$ cat src/rtl/cfg_defs.svh
`ifndef CFG_DEFS_SVH
`define CFG_DEFS_SVH

// Bytes in one configuration image read from the card in boot mode
`define CFG_IMAGE_BYTES 64

// Entries in the byte buffer between card and FPGA, a power of two
`define CFG_FIFO_DEPTH 8

// Cycles of clk_master that PROG_B is held low to clear the FPGA
`define CFG_PROG_CYCLES 16

// Extra CCLK pulses after the last byte while waiting for DONE
`define CFG_DONE_CCLKS 32

`endif

$ cat src/rtl/cfg_pkg.sv
package cfg_pkg;

  // Local bus register map
  typedef enum logic [2:0] {
    REG_CTRL     = 3'd0,  // Bit 0 starts a boot, bit 1 aborts it
    REG_STATUS   = 3'd1,  // Reads cfg_status_t
    REG_COUNT_LO = 3'd2,  // Shifted byte count, low byte
    REG_COUNT_HI = 3'd3   // Shifted byte count, high byte
  } lb_reg_e;

  // States of the slave-serial configuration FSM
  typedef enum logic [2:0] {
    IDLE      = 3'd0,
    PROG      = 3'd1,  // PROG_B held low
    WAIT_INIT = 3'd2,  // Waiting for the FPGA to release INIT_B
    SHIFT     = 3'd3,  // Image bytes going out on DIN
    WAIT_DONE = 3'd4,  // Extra CCLKs until DONE rises
    DONE      = 3'd5,
    ERROR     = 3'd6
  } boot_state_e;

  // Boot status as seen by the host
  typedef struct packed {
    logic [3:0] pad;    // Reads as zero
    logic       init;   // Live copy of INIT_B
    logic       error;  // Load error, DONE timeout or host abort
    logic       done;   // DONE was seen
    logic       busy;   // A boot is running
  } cfg_status_t;

endpackage

$ cat src/rtl/byte_link_if.sv
`timescale 1ns/10ps

// Byte transfer with a four-phase req/ack handshake
interface byte_link_if;

  logic       req;   // Source has a byte on data
  logic       ack;   // Sink has taken the byte
  logic [7:0] data;
  logic       last;  // Marks the final byte of an image

  modport source (
    output req,
    output data,
    output last,
    input  ack
  );

  modport sink (
    input  req,
    input  data,
    input  last,
    output ack
  );

endinterface

$ cat src/rtl/board_ctrl_top.sv
`timescale 1ns/10ps

module board_ctrl_top (
  input  logic       clk_master,
  input  logic       reset_i,
  input  logic       lb_stb_i,
  input  logic       lb_we_i,
  input  logic [2:0] lb_adr_i,
  input  logic [7:0] lb_dat_i,
  output logic [7:0] lb_dat_o,
  input  logic [7:0] mmc_data_i,
  output logic       mmc_clk_o,
  output logic       mmc_cmd_o,
  input  logic       v5c_init_n_i,
  input  logic       v5c_done_i,
  output logic       v5c_prog_n_o,
  output logic       v5c_din_o,
  output logic       v5c_cclk_o,
  output logic       v5c_cclk_en_n_o
);

  logic                 start;
  logic                 abort;
  logic                 fifo_flush;
  cfg_pkg::cfg_status_t status;
  logic [15:0]          count;

  byte_link_if rd_link ();  // Card reader to FIFO
  byte_link_if cf_link ();  // FIFO to configurator

  assign fifo_flush = abort | status.error;  // Drop buffered bytes of a dead load

  mmc_reader mmc_reader_inst (
    .clk(clk_master), .reset_i(reset_i),
    .start_i(start), .abort_i(abort), .cfg_error_i(status.error),
    .mmc_data_i(mmc_data_i),
    .mmc_clk_o(mmc_clk_o), .mmc_cmd_o(mmc_cmd_o),
    .link(rd_link.source)
  );

  cfg_fifo cfg_fifo_inst (
    .clk(clk_master), .reset_i(reset_i),
    .flush_i(fifo_flush),
    .in_link(rd_link.sink),
    .out_link(cf_link.source)
  );

  v5c_serial v5c_serial_inst (
    .clk(clk_master), .reset_i(reset_i),
    .start_i(start), .abort_i(abort),
    .v5c_init_n_i(v5c_init_n_i), .v5c_done_i(v5c_done_i),
    .v5c_prog_n_o(v5c_prog_n_o), .v5c_din_o(v5c_din_o),
    .v5c_cclk_o(v5c_cclk_o), .v5c_cclk_en_n_o(v5c_cclk_en_n_o),
    .status_o(status), .count_o(count),
    .link(cf_link.sink)
  );

  lb_regs lb_regs_inst (
    .clk(clk_master), .reset_i(reset_i),
    .lb_stb_i(lb_stb_i), .lb_we_i(lb_we_i),
    .lb_adr_i(lb_adr_i), .lb_dat_i(lb_dat_i), .lb_dat_o(lb_dat_o),
    .status_i(status), .count_i(count),
    .start_o(start), .abort_o(abort)
  );

endmodule

$ cat src/rtl/cfg_fifo.sv
`timescale 1ns/10ps
`include "cfg_defs.svh"

module cfg_fifo (
  input  logic        clk,
  input  logic        reset_i,
  input  logic        flush_i,
  byte_link_if.sink   in_link,
  byte_link_if.source out_link
);

  localparam int DEPTH = `CFG_FIFO_DEPTH;
  localparam int AW    = $clog2(DEPTH);
  localparam int CNTW  = AW + 1;

  logic [8:0]      mem_q [DEPTH];  // {last, data}
  logic [AW-1:0]   wr_ptr_q;
  logic [AW-1:0]   rd_ptr_q;
  logic [CNTW-1:0] count_q;
  logic            in_req_q;
  logic            in_ack_q;
  logic            out_req_q;
  logic            full;
  logic            empty;
  logic            push;
  logic            pop;

  assign full  = (count_q == CNTW'(DEPTH));
  assign empty = (count_q == '0);

  // Delayed req gives the ack two cycles after the source raised req
  assign push = in_req_q && in_link.req && !in_ack_q && !full;
  assign pop  = out_req_q && out_link.ack;

  assign in_link.ack  = in_ack_q;
  assign out_link.req = out_req_q;
  assign {out_link.last, out_link.data} = mem_q[rd_ptr_q];  // Head entry, held while req is up

  always_ff @(posedge clk) begin
    if (reset_i || flush_i) begin
      in_req_q  <= 1'b0;
      in_ack_q  <= 1'b0;
      out_req_q <= 1'b0;
      wr_ptr_q  <= '0;
      rd_ptr_q  <= '0;
      count_q   <= '0;
    end else begin
      in_req_q <= in_link.req;

      if (push) begin
        in_ack_q <= 1'b1;
      end else if (in_ack_q && !in_link.req) begin
        in_ack_q <= 1'b0;  // Phase 4 on the input side
      end

      if (pop) begin
        out_req_q <= 1'b0;
      end else if (!out_req_q && !empty && !out_link.ack) begin
        out_req_q <= 1'b1;
      end

      if (push) begin
        wr_ptr_q <= wr_ptr_q + 1'b1;  // Wraps since depth is a power of two
      end
      if (pop) begin
        rd_ptr_q <= rd_ptr_q + 1'b1;
      end

      case ({push, pop})
        2'b10:   count_q <= count_q + 1'b1;
        2'b01:   count_q <= count_q - 1'b1;
        default: ;
      endcase
    end
  end

  always_ff @(posedge clk) begin
    if (push) begin
      mem_q[wr_ptr_q] <= {in_link.last, in_link.data};
    end
  end

  // An acknowledged input byte always landed in a free slot
  assert property (@(posedge clk) disable iff (reset_i || flush_i)
    $rose(in_link.ack) |-> $past(count_q) < CNTW'(DEPTH));

  // A completed output transfer always took a stored byte
  assert property (@(posedge clk) disable iff (reset_i || flush_i)
    $fell(out_link.req) |-> $past(count_q) != '0);

endmodule

$ cat src/rtl/lb_regs.sv
`timescale 1ns/10ps

module lb_regs (
  input  logic                 clk,
  input  logic                 reset_i,
  input  logic                 lb_stb_i,
  input  logic                 lb_we_i,
  input  logic [2:0]           lb_adr_i,
  input  logic [7:0]           lb_dat_i,
  input  cfg_pkg::cfg_status_t status_i,
  input  logic [15:0]          count_i,
  output logic [7:0]           lb_dat_o,
  output logic                 start_o,
  output logic                 abort_o
);

  logic ctrl_wr;

  assign ctrl_wr = lb_stb_i && lb_we_i && (lb_adr_i == cfg_pkg::REG_CTRL);

  always_ff @(posedge clk) begin
    if (reset_i) begin
      start_o <= 1'b0;
      abort_o <= 1'b0;
    end else begin
      // A running boot swallows further starts, back-to-back writes give one pulse
      start_o <= ctrl_wr && lb_dat_i[0] && !status_i.busy && !start_o;
      abort_o <= ctrl_wr && lb_dat_i[1];
    end
  end

  always_comb begin
    lb_dat_o = 8'h00;
    if (lb_stb_i) begin
      case (lb_adr_i)
        cfg_pkg::REG_STATUS:   lb_dat_o = status_i;
        cfg_pkg::REG_COUNT_LO: lb_dat_o = count_i[7:0];
        cfg_pkg::REG_COUNT_HI: lb_dat_o = count_i[15:8];
        default:               lb_dat_o = 8'h00;  // Control bits self-clear and read zero
      endcase
    end
  end

endmodule

$ cat src/rtl/mmc_reader.sv
`timescale 1ns/10ps
`include "cfg_defs.svh"

module mmc_reader (
  input  logic        clk,
  input  logic        reset_i,
  input  logic        start_i,
  input  logic        abort_i,
  input  logic        cfg_error_i,
  input  logic [7:0]  mmc_data_i,
  output logic        mmc_clk_o,
  output logic        mmc_cmd_o,
  byte_link_if.source link
);

  localparam int CW = $clog2(`CFG_IMAGE_BYTES + 1);

  logic          run_q;
  logic          mclk_q;
  logic          req_q;
  logic          last_q;
  logic [7:0]    data_q;
  logic [CW-1:0] bytes_q;
  logic          stop;
  logic          capture;
  logic          link_free;

  assign stop      = run_q && (abort_i || cfg_error_i);
  assign capture   = run_q && mclk_q && !stop;  // Card clock is high, DAT settled after its rise
  assign link_free = !req_q && !link.ack;       // Previous byte fully handed over

  assign mmc_cmd_o = !run_q;  // Boot mode keeps CMD low for the whole read
  assign mmc_clk_o = mclk_q;

  assign link.req  = req_q;
  assign link.data = data_q;
  assign link.last = last_q;

  always_ff @(posedge clk) begin
    if (reset_i) begin
      run_q   <= 1'b0;
      mclk_q  <= 1'b0;
      req_q   <= 1'b0;
      last_q  <= 1'b0;
      bytes_q <= '0;
    end else if (stop) begin
      run_q  <= 1'b0;  // Releases CMD at once
      mclk_q <= 1'b0;
      req_q  <= 1'b0;
    end else if (!run_q) begin
      if (start_i) begin
        run_q   <= 1'b1;
        bytes_q <= '0;
        last_q  <= 1'b0;
      end
    end else if (capture) begin
      mclk_q  <= 1'b0;  // Clock parks low until the link frees up
      req_q   <= 1'b1;
      last_q  <= (bytes_q == CW'(`CFG_IMAGE_BYTES - 1));
      bytes_q <= bytes_q + 1'b1;
    end else if (req_q) begin
      if (link.ack) begin
        req_q <= 1'b0;  // Phase 3
      end
    end else if (link_free) begin
      if (last_q) begin
        run_q <= 1'b0;  // Whole image handed over
      end else begin
        mclk_q <= 1'b1;  // Ask the card for the next byte
      end
    end
  end

  always_ff @(posedge clk) begin
    if (capture) begin
      data_q <= mmc_data_i;
    end
  end

  // The byte offered to the FIFO must not move before it is acknowledged
  assert property (@(posedge clk) disable iff (reset_i)
    link.req && $past(link.req) |-> $stable(link.data) && $stable(link.last));

endmodule

$ cat src/rtl/v5c_serial.sv
`timescale 1ns/10ps
`include "cfg_defs.svh"

module v5c_serial (
  input  logic                 clk,
  input  logic                 reset_i,
  input  logic                 start_i,
  input  logic                 abort_i,
  input  logic                 v5c_init_n_i,
  input  logic                 v5c_done_i,
  output logic                 v5c_prog_n_o,
  output logic                 v5c_din_o,
  output logic                 v5c_cclk_o,
  output logic                 v5c_cclk_en_n_o,
  output cfg_pkg::cfg_status_t status_o,
  output logic [15:0]          count_o,
  byte_link_if.sink            link
);

  localparam int TW = $clog2(`CFG_PROG_CYCLES + `CFG_DONE_CCLKS + 1);

  cfg_pkg::boot_state_e state_q;

  logic [1:0]    init_sync_q;
  logic [1:0]    done_sync_q;
  logic          prog_n_q;
  logic          cclk_q;
  logic          ack_q;
  logic          have_q;  // A byte sits in the shift register
  logic          last_q;
  logic [2:0]    bit_q;
  logic [7:0]    sr_q;
  logic [TW-1:0] timer_q;
  logic [15:0]   count_q;
  logic          init_ok;
  logic          done_ok;
  logic          busy;
  logic          loading;
  logic          take;
  logic          fall;
  logic          timeout;
  logic          fail;

  assign init_ok = init_sync_q[1];
  assign done_ok = done_sync_q[1];
  assign busy    = state_q inside {cfg_pkg::PROG, cfg_pkg::WAIT_INIT,
                                   cfg_pkg::SHIFT, cfg_pkg::WAIT_DONE};
  assign loading = (state_q == cfg_pkg::SHIFT) || (state_q == cfg_pkg::WAIT_DONE);

  assign take    = (state_q == cfg_pkg::SHIFT) && !have_q && !ack_q && link.req;
  assign fall    = (state_q == cfg_pkg::SHIFT) && have_q && cclk_q;  // CCLK about to drop
  assign timeout = (state_q == cfg_pkg::WAIT_DONE) && cclk_q && !done_ok &&
                   (timer_q == TW'(`CFG_DONE_CCLKS - 1));
  assign fail    = (busy && abort_i) || (loading && !init_ok) || timeout;

  assign v5c_prog_n_o    = prog_n_q;
  assign v5c_din_o       = sr_q[7];  // MSB first
  assign v5c_cclk_o      = cclk_q;
  assign v5c_cclk_en_n_o = !busy;
  assign count_o         = count_q;
  assign link.ack        = ack_q;

  always_comb begin
    status_o       = '0;
    status_o.busy  = busy;
    status_o.done  = (state_q == cfg_pkg::DONE);
    status_o.error = (state_q == cfg_pkg::ERROR);
    status_o.init  = init_ok;
  end

  always_ff @(posedge clk) begin
    if (reset_i) begin
      init_sync_q <= 2'b00;
      done_sync_q <= 2'b00;
    end else begin
      init_sync_q <= {init_sync_q[0], v5c_init_n_i};
      done_sync_q <= {done_sync_q[0], v5c_done_i};
    end
  end

  always_ff @(posedge clk) begin
    if (reset_i) begin
      state_q  <= cfg_pkg::IDLE;
      prog_n_q <= 1'b0;  // FPGA stays cleared through board reset
      cclk_q   <= 1'b0;
      ack_q    <= 1'b0;
      have_q   <= 1'b0;
      last_q   <= 1'b0;
      bit_q    <= '0;
      timer_q  <= '0;
      count_q  <= '0;
    end else begin
      if (ack_q && !link.req) begin
        ack_q <= 1'b0;  // Phase 4
      end

      if (fail) begin
        state_q  <= cfg_pkg::ERROR;
        prog_n_q <= 1'b0;  // Hold the FPGA cleared after a failed load
        cclk_q   <= 1'b0;
        have_q   <= 1'b0;
      end else begin
        case (state_q)
          cfg_pkg::IDLE, cfg_pkg::DONE, cfg_pkg::ERROR: begin
            if (start_i) begin
              state_q  <= cfg_pkg::PROG;
              prog_n_q <= 1'b0;
              timer_q  <= '0;
              count_q  <= '0;
              have_q   <= 1'b0;
            end else if (state_q == cfg_pkg::IDLE) begin
              prog_n_q <= 1'b1;
            end
          end
          cfg_pkg::PROG: begin
            timer_q <= timer_q + 1'b1;
            if (timer_q == TW'(`CFG_PROG_CYCLES - 1)) begin
              prog_n_q <= 1'b1;
              state_q  <= cfg_pkg::WAIT_INIT;
            end
          end
          cfg_pkg::WAIT_INIT: begin
            if (init_ok) begin
              state_q <= cfg_pkg::SHIFT;  // FPGA finished clearing its memory
            end
          end
          cfg_pkg::SHIFT: begin
            if (take) begin
              ack_q  <= 1'b1;
              have_q <= 1'b1;
              last_q <= link.last;
              bit_q  <= '0;
            end else if (have_q && !cclk_q) begin
              cclk_q <= 1'b1;  // FPGA samples DIN on this rise
            end else if (fall) begin
              cclk_q <= 1'b0;
              bit_q  <= bit_q + 1'b1;
              if (bit_q == 3'd7) begin
                have_q  <= 1'b0;
                count_q <= count_q + 1'b1;
                if (last_q) begin
                  state_q <= cfg_pkg::WAIT_DONE;
                  timer_q <= '0;
                end
              end
            end
          end
          cfg_pkg::WAIT_DONE: begin
            if (done_ok) begin
              state_q <= cfg_pkg::DONE;
              cclk_q  <= 1'b0;
            end else if (!cclk_q) begin
              cclk_q <= 1'b1;
            end else begin
              cclk_q  <= 1'b0;
              timer_q <= timer_q + 1'b1;
            end
          end
          default: state_q <= cfg_pkg::IDLE;
        endcase
      end
    end
  end

  always_ff @(posedge clk) begin
    if (take) begin
      sr_q <= link.data;
    end else if (fall) begin
      sr_q <= {sr_q[6:0], 1'b0};  // Next bit appears while CCLK is low
    end
  end

  // PROG_B keeps the FPGA cleared for as long as the board sits in reset
  assert property (@(posedge clk) reset_i && $past(reset_i) |-> !v5c_prog_n_o);

endmodule

$ cat config.mk
export PLATFORM = sky130hd
export DESIGN_NAME = board_ctrl_top
export DESIGN_NICKNAME = d
export VERILOG_FILES = /design/src/rtl/cfg_pkg.sv /design/src/rtl/byte_link_if.sv /design/src/rtl/board_ctrl_top.sv /design/src/rtl/cfg_fifo.sv /design/src/rtl/lb_regs.sv /design/src/rtl/mmc_reader.sv /design/src/rtl/v5c_serial.sv
export VERILOG_INCLUDE_DIRS = /design/src /design/src/rtl
export SDC_FILE = /design/constraint.sdc
export NUM_CORES = 1
export LEC_CHECK = 0
export BUFFER_PORTS_ARGS = -buffer_cell sky130_fd_sc_hd__buf_2
export CAP_MARGIN = 5
export CORE_ASPECT_RATIO = 1.4
export CORE_MARGIN = 2
export CORE_UTILIZATION = 55
export CTS_CLUSTER_SIZE = 28
export DETAILED_ROUTE_END_ITERATION = 10
export GPL_TIMING_DRIVEN = 0
export PLACE_DENSITY = 0.88
export SYNTH_ARGS = -nofsm -noshare
export SYNTH_HDL_FRONTEND = slang
export SYNTH_SLANG_ARGS = --single-unit
export TNS_END_PERCENT = 10
$ cat constraint.sdc
create_clock -name clk_master -period 2.5 [get_ports clk_master]
set_input_delay 0.25 -clock clk_master [delete_from_list [all_inputs] [get_ports clk_master]]
set_output_delay 0.25 -clock clk_master [all_outputs]
set_load 0.02 [all_outputs]
Yosys cells after proc, flatten, opt, wreduce, memory -nomap -nowiden
Memory sizes are Yosys's and may differ from the RTL's. A register that Yosys moved wholly into a read port is not among the register bits.
Cells that the tools add are included.
{"block": "totals", "mem_bits_ro": 0, "mem_count": 1, "mem_bits_rw": 72, "output_inout_bits": 14, "inputBits": 25, "latch_bits": 0, "register_bits": 79, "wordCells": 238}
{"memory": "cfg_fifo_inst.mem_q", "depth": 8, "word_bits": 9, "rd": 1, "rd_clocked_by_memory_dff": 1, "write_ports": 1, "line": "cfg_fifo.sv:16", "source": "logic [8:0] mem_q [DEPTH];"}
{"block": "op_classes", "div_mod_pow": 0, "eq_ne": 45, "multipliers": 0, "shifts": 0, "n_addsub": 8, "n_reduce_logical": 76, "muxes": 78, "order_cmp": 0, "bitwise_logic": 3}
{"op": "2-to-1 mux 16 bit", "count": 5}
{"op": "2-to-1 mux 6 bit", "count": 8}
{"op": "2-to-1 mux 3 bit", "count": 15}
{"op": "2-to-1 mux 1 bit", "count": 36}
{"op": "case mux 16 bit (2 select lines)", "count": 1}
{"op": "logical AND 1 bit", "count": 29}
{"op": "2-to-1 mux 8 bit", "count": 3}
{"op": "case mux 6 bit (4 select lines)", "count": 1}
{"op": "case mux 8 bit (3 select lines)", "count": 1}
{"op": "2-to-1 mux 7 bit", "count": 3}
{"op": "!= test 3 x 1 -> 1 bit, second input constant", "count": 7}
{"op": "!= test 3 x 2 -> 1 bit, second input constant", "count": 6}
{"op": "AND reduction 9 bit", "count": 2}
{"op": "adder 16 x 1 -> 16 bit, second input constant", "count": 1}
{"op": "!= test 2 bit, second input constant", "count": 8}
{"op": "nonzero test 2 bit", "count": 8}
{"op": "case mux 3 bit (5 select lines)", "count": 1}
{"op": "zero test 1 bit", "count": 14}
{"op": "!= test 2 x 1 -> 1 bit, second input constant", "count": 7}
{"op": "== test 3 x 2 -> 1 bit, second input constant", "count": 4}
{"op": "== test 3 bit, second input constant", "count": 4}
{"op": "AND reduction 3 bit", "count": 4}
{"op": "AND reduction 10 bit", "count": 1}
{"op": "adder 3 x 1 -> 3 bit, second input constant", "count": 3}
{"op": "other kinds (25)", "count": 38}

Logic depth before layout (Yosys ltp)
{"block": "logic_depth", "depth_word": 8, "depth_mapped": 10, "ltp_nobuf": 10}

By module
A second synthesis with hierarchy kept.
{"block": "unflattened", "cells_unflattened": 598, "area_unflattened_um2": 7160.6}
{"mod": "cfg_fifo", "seq_area_each_um2": 2482.4, "area_per_inst_um2": 3540.9, "cells_per_inst": 191, "n_inst": 1}
{"mod": "v5c_serial", "seq_area_each_um2": 980.9, "area_per_inst_um2": 2443.6, "cells_per_inst": 293, "n_inst": 1}
{"mod": "mmc_reader", "seq_area_each_um2": 460.4, "area_per_inst_um2": 830.8, "cells_per_inst": 75, "n_inst": 1}
{"mod": "lb_regs", "seq_area_each_um2": 40.0, "area_per_inst_um2": 339.1, "cells_per_inst": 38, "n_inst": 1}
{"mod": "board_ctrl_top", "seq_area_each_um2": 0.0, "area_per_inst_um2": 6.3, "cells_per_inst": 1, "n_inst": 1}

Worst setup path before layout
OpenSTA, ideal clock, no wires.
{"block": "synth_path", "path_kind": "register to register", "from": "reg cfg_fifo_inst.count_q[0]", "to": "reg cfg_fifo_inst.count_q[3]", "required_ns": 2.430, "t_arrival_ns": 2.468, "n_path_buf": 0, "slack_ns": -0.038, "setup_time_ns": 0.070, "synth_period_minus_slack_ns": 2.538, "path_stages_with_launch": 11, "path_cell_list": "dfxtp_1 nor3_1 a211oi_1 inv_1 ha_1 ha_1 a21o_1 a21oi_1 xnor2_1 or3_1 a21oi_1"}
{"block": "synth_via", "elab_chain_len": 5, "word_cells_on_any_way": 9, "classes_between": "add/sub: 2; eq/ne: 3; mux: 1; reduce/logical: 3"}
{"element": "from (decl)", "line": "cfg_fifo.sv:19", "source": "logic [CNTW-1:0] count_q;"}
{"element": "from (signal assigned)", "line": "cfg_fifo.sv:70", "source": "2'b10: count_q <= count_q + 1'b1;"}
{"element": "from (signal assigned)", "line": "cfg_fifo.sv:71", "source": "2'b01: count_q <= count_q - 1'b1;"}
{"element": "== test 4 bit", "line": "cfg_fifo.sv:28", "source": "assign full = (count_q == CNTW'(DEPTH));"}
{"element": "zero test 1 bit", "line": "cfg_fifo.sv:32", "source": "assign push = in_req_q && in_link.req && !in_ack_q && !full;"}
{"element": "logical AND 1 bit", "line": "cfg_fifo.sv:32"}
{"element": "== test 2 x 1 -> 1 bit / == test 2 bit (equally long branches)", "line": "cfg_fifo.sv:69", "source": "case ({push, pop})"}
{"element": "case mux 4 bit (2 select lines) / nonzero test 2 bit (equally long branches)"}
Parallel ways exist; a longest one is shown, timed or not.
A chain may end at the register's enable or synchronous reset.

Worst setup path in the final report
{"block": "layout_path", "from": "reg v5c_serial_inst.state_q[2]", "to": "reg v5c_serial_inst.count_q[12] (netlist: v5c_serial_inst.count_o[12])"}
{"block": "layout_via", "elab_chain_len": 7, "word_cells_on_any_way": 31, "classes_between": "eq/ne: 11; mux: 1; bitwise: 1; reduce/logical: 18"}
{"element": "from (decl)", "line": "v5c_serial.sv:22", "source": "cfg_pkg::boot_state_e state_q;"}
{"element": "from (signal assigned)", "line": "v5c_serial.sv:83", "source": "state_q <= cfg_pkg::IDLE;"}
{"element": "from (signal assigned)", "line": "v5c_serial.sv:98", "source": "state_q <= cfg_pkg::ERROR;"}
{"element": "from (signal assigned)", "line": "v5c_serial.sv:106", "source": "state_q <= cfg_pkg::PROG;"}
{"element": "== test 3 x 1 -> 1 bit (tied with other cells)", "line": "v5c_serial.sv:46", "source": "assign busy = state_q inside {cfg_pkg::PROG, cfg_pkg::WAIT_INIT,"}
{"element": "nonzero test 4 bit (tied with other cells)", "line": "v5c_serial.sv:46"}
{"element": "logical AND 1 bit, on equally long branches", "line": "v5c_serial.sv:54, v5c_serial.sv:52"}
{"element": "logical OR 1 bit / logical AND 1 bit (equally long branches)", "line": "v5c_serial.sv:54, v5c_serial.sv:52"}
{"element": "logical OR 1 bit", "line": "v5c_serial.sv:54", "source": "assign fail = (busy && abort_i) || (loading && !init_ok) || timeout;"}
{"element": "NOT 1 bit (no source line)"}
{"element": "AND reduction 7 bit (no source line)"}
{"element": "to (signal assigned)", "line": "v5c_serial.sv:140", "source": "count_q <= count_q + 1'b1;"}
{"element": "to (decl)", "line": "v5c_serial.sv:34", "source": "logic [15:0] count_q;"}
Parallel ways exist; a longest one is shown, timed or not.

==> impl_metrics.ini <==
[status]
status = completed

[drt]
antenna_left = 0
wl_per_cell_um = 19.17
drtIter0Drc = 248
firstDrtPassIters = 5
viasPerCell = 6.069
wl_um = 15350
vias = 4861
drc_errors = 0

[timing]
finalClockSkew_ns = 0.01002
period_share = 0.9548
hold_viol = 0
max_freq_ghz = 0.4189
rsz0062_at_grt = true
slew_viol_final = 0
finalWorstSetupSlack_ns = 0.1130
final-setup-viol-count = 0
tightest_slew_ns = 1.055
min_period_ns = 2.387
tns_ns = 0
maxSlewHeadroom = 0.2941

[synthesis]
synth_top_area_frac = 0.3853
synthSimpleGateAreaFrac = 0.1547
seq_area_frac_synth = 0.5779
syn_area_per_cell_sq_um = 11.85
synthAdderAreaFrac = 0.02554
synth-edff-count = 88
yosys.cell_types.count = 60
synthTopCellsByArea = edfxtp_1 39%, dfxtp_1 19%, mux4_2 5.9%, a21oi_1 2.8%, mux2i_1 2.8%
ys_warn_count = 0
synthMuxAreaShare = 0.08847
synth_ff_type = edfxtp_1
synthXorXnorAreaFrac = 0.01660
synth_fp_nets = 616
synthArstFlopShare = 0
synth_compound_area_frac = 0.1029
yosys.area.top_type = edfxtp_1
synthesis.area_sq_um = 6859
synth_top_family_by_area = simple AND/OR/NAND/NOR gates
syn_inst = 579
synth-seq-cells = 154

[final_layout]
antenna_cells = 0
fin_nets = 675
final_util = 0.6493
layout-drive-gt1-share = 0.1889
layout.cells.non_filler = 801
mostFrequentLayoutCell = edfxtp_1
syn_to_final_growth_pct = 15.98
final_cell_mix = 88 x edfxtp_1, 65 x dfxtp_1, 46 x nor2_1

[pwr]
p_leak_nw = 2.708
vdd_drop_max_mv = 0.4912
powerDensity_nw_per_um2 = 810.7

[floorplan]
die_y_um = 136.1
io_pins = 39
core-area_sq_um = 12250
die_w_um = 98.38
rows = 48
initial_core_util = 0.5598
dieArea_sq_um = 13390

[flow_run]
cap_violations = 0

[grt]
grt_start_max_net_pins = 20
grt_pass1_wl_um = 24870
first_global_vias = 4990
track_usage = 0.2382
grt_antenna_before_repair = 0
overflow = 0

[place]
port-buffer-count = 31
dp_slack_ns = -0.5100
placed_cells = 763
gp_congestion = 0.8855
place_hpwl_um = 10730

[clock_network]
cts_buffer_depth = 2
cts_buffers = 17
cts_root_buf = clkbuf_16
clk_pin_slew_worst_paths_ns = 0.07
ctsHtreeMaxLevel = 4
cts_tree = done
insertion_delay_ns = 0.42
clock-sinks = 154

[critical_path]
crit_type = register to register
crit_required_ns = 2.85
cp-start-kind = register
end_kind = register
arrival_ns = 2.74
path_max_fanout = 19

[hold_path]
hold_path_class = primary input to register
==> flip-flops by register name, summed over array words and instances (netlist names), 2 cells and up, named ones only <==
signal and cells:
cfg_fifo_inst.mem_q 72, v5c_serial_inst.count_o 16, mmc_reader_inst.link.data 8, v5c_serial_inst.sr_q 8, mmc_reader_inst.bytes_q 7, v5c_serial_inst.timer_q 6, cfg_fifo_inst.count_q 4, cfg_fifo_inst.rd_ptr_q 3
cfg_fifo_inst.wr_ptr_q 3, v5c_serial_inst.bit_q 3, v5c_serial_inst.state_q 3, v5c_serial_inst.done_sync_q 2, v5c_serial_inst.init_sync_q 2
==> kinds of logic (layout without fill, tap and decap cells) <==
| logic type | count (synthesis) | count (layout) |
|---|---|---|
| simple gates | 197 | 197 |
| buf+inv | 50 | 122 |
| compound gates | 114 | 114 |
| fa+ha+maj | 13 | 13 |
| mux | 38 | 38 |
| xor+xnor | 13 | 13 |
| flops | 154 | 154 |
==> routing by layer <==
metal  track usage  share of wire  vias to the layer above
met5             0              0                        -
met4       0.08371          0.014                        0
met3       0.04730          0.053                       20
met2        0.4380           0.55                      140
met1        0.2751           0.38                     2396
li1              -              -                     2305
==> per-stage QoR <==
step	instance area [sq um]	power (mW)	hold WS, ns
after CTS	7908	6.422	0.001794
after global placement	7207	3.793	0.4260
after global routing	7955	6.683	0.002516
after detailed placement	7258	3.830	0.4220
after floorplan	6864	3.528	0.3489
final	7955	6.449	0.009358
==> area by class of cell <==
type | count | area [sq um]
multi-input cells | 375 | 2714
plain buffers | 34 | 187.7
clock buffers | 17 | 425.4
fillers | 942 | 4297
well taps | 150 | 187.7
clock inverters | 15 | 173.9
flip-flops and latches | 154 | 3965
inverters | 15 | 60.06
repair buffers | 41 | 241.5
==> cells in the mapped netlist (9+ instances only) <==
| cell type | number |
|---|---|
| a21oi_1 | 38 |
| buf_2 | 9 |
| clkbuf_1 | 18 |
| dfxtp_1 | 66 |
| edfxtp_1 | 88 |
| ha_1 | 10 |
| inv_1 | 15 |
| mux2i_1 | 19 |
| mux4_2 | 18 |
| nand2_1 | 45 |
| nand2b_1 | 10 |
| nor2_1 | 46 |
| nor3_1 | 13 |
| o21ai_0 | 28 |
| o31ai_1 | 12 |
| or4_1 | 11 |
| xor2_1 | 9 |
==> critical path: stages (launching register included) <==
cell	delay (ns)
dfxtp_1	0.36
buf_12	0.16
clkinvlp_4	0.11
fa_2	0.57
a21boi_2	0.20
nand2_1	0.09
buf_2	0.18
or4_1	0.49
a21oi_1	0.16
==> path summary, 6_finish.rpt <==
kind / start / endpoint / slack [ns] / cells after the start
setup reg to reg: v5c_serial_inst.state_q[2] / v5c_serial_inst.count_o[12] / 0.11 / 8
hold / removal: mmc_data_i[2] / mmc_reader_inst.link.data[2] / 0.009 / 1
hold reg to reg: v5c_serial_inst.init_sync_q[0] / v5c_serial_inst.init_sync_q[1] / 0.44 / 1
setup / recovery: v5c_serial_inst.state_q[2] / v5c_serial_inst.count_o[12] / 0.11 / 8
==> power by group <==
part           total, mW  internal (mW)  leakage [nW]  switching (mW)
Clock               2.60           1.51         0.289            1.09
Sequential          2.75           2.69          1.32          0.0537
Combinational       1.10          0.423          1.09           0.678
==> timing repair <==
item                                    CTS  global route
endpoints found under the setup margin   28            25
hold buffers                              2             1
hold endpoints to repair                  2             1
pin swaps                                 1             0
resized for setup                         5            11
setup buffers                             3             1
Power figures use the tool's default switching activity.
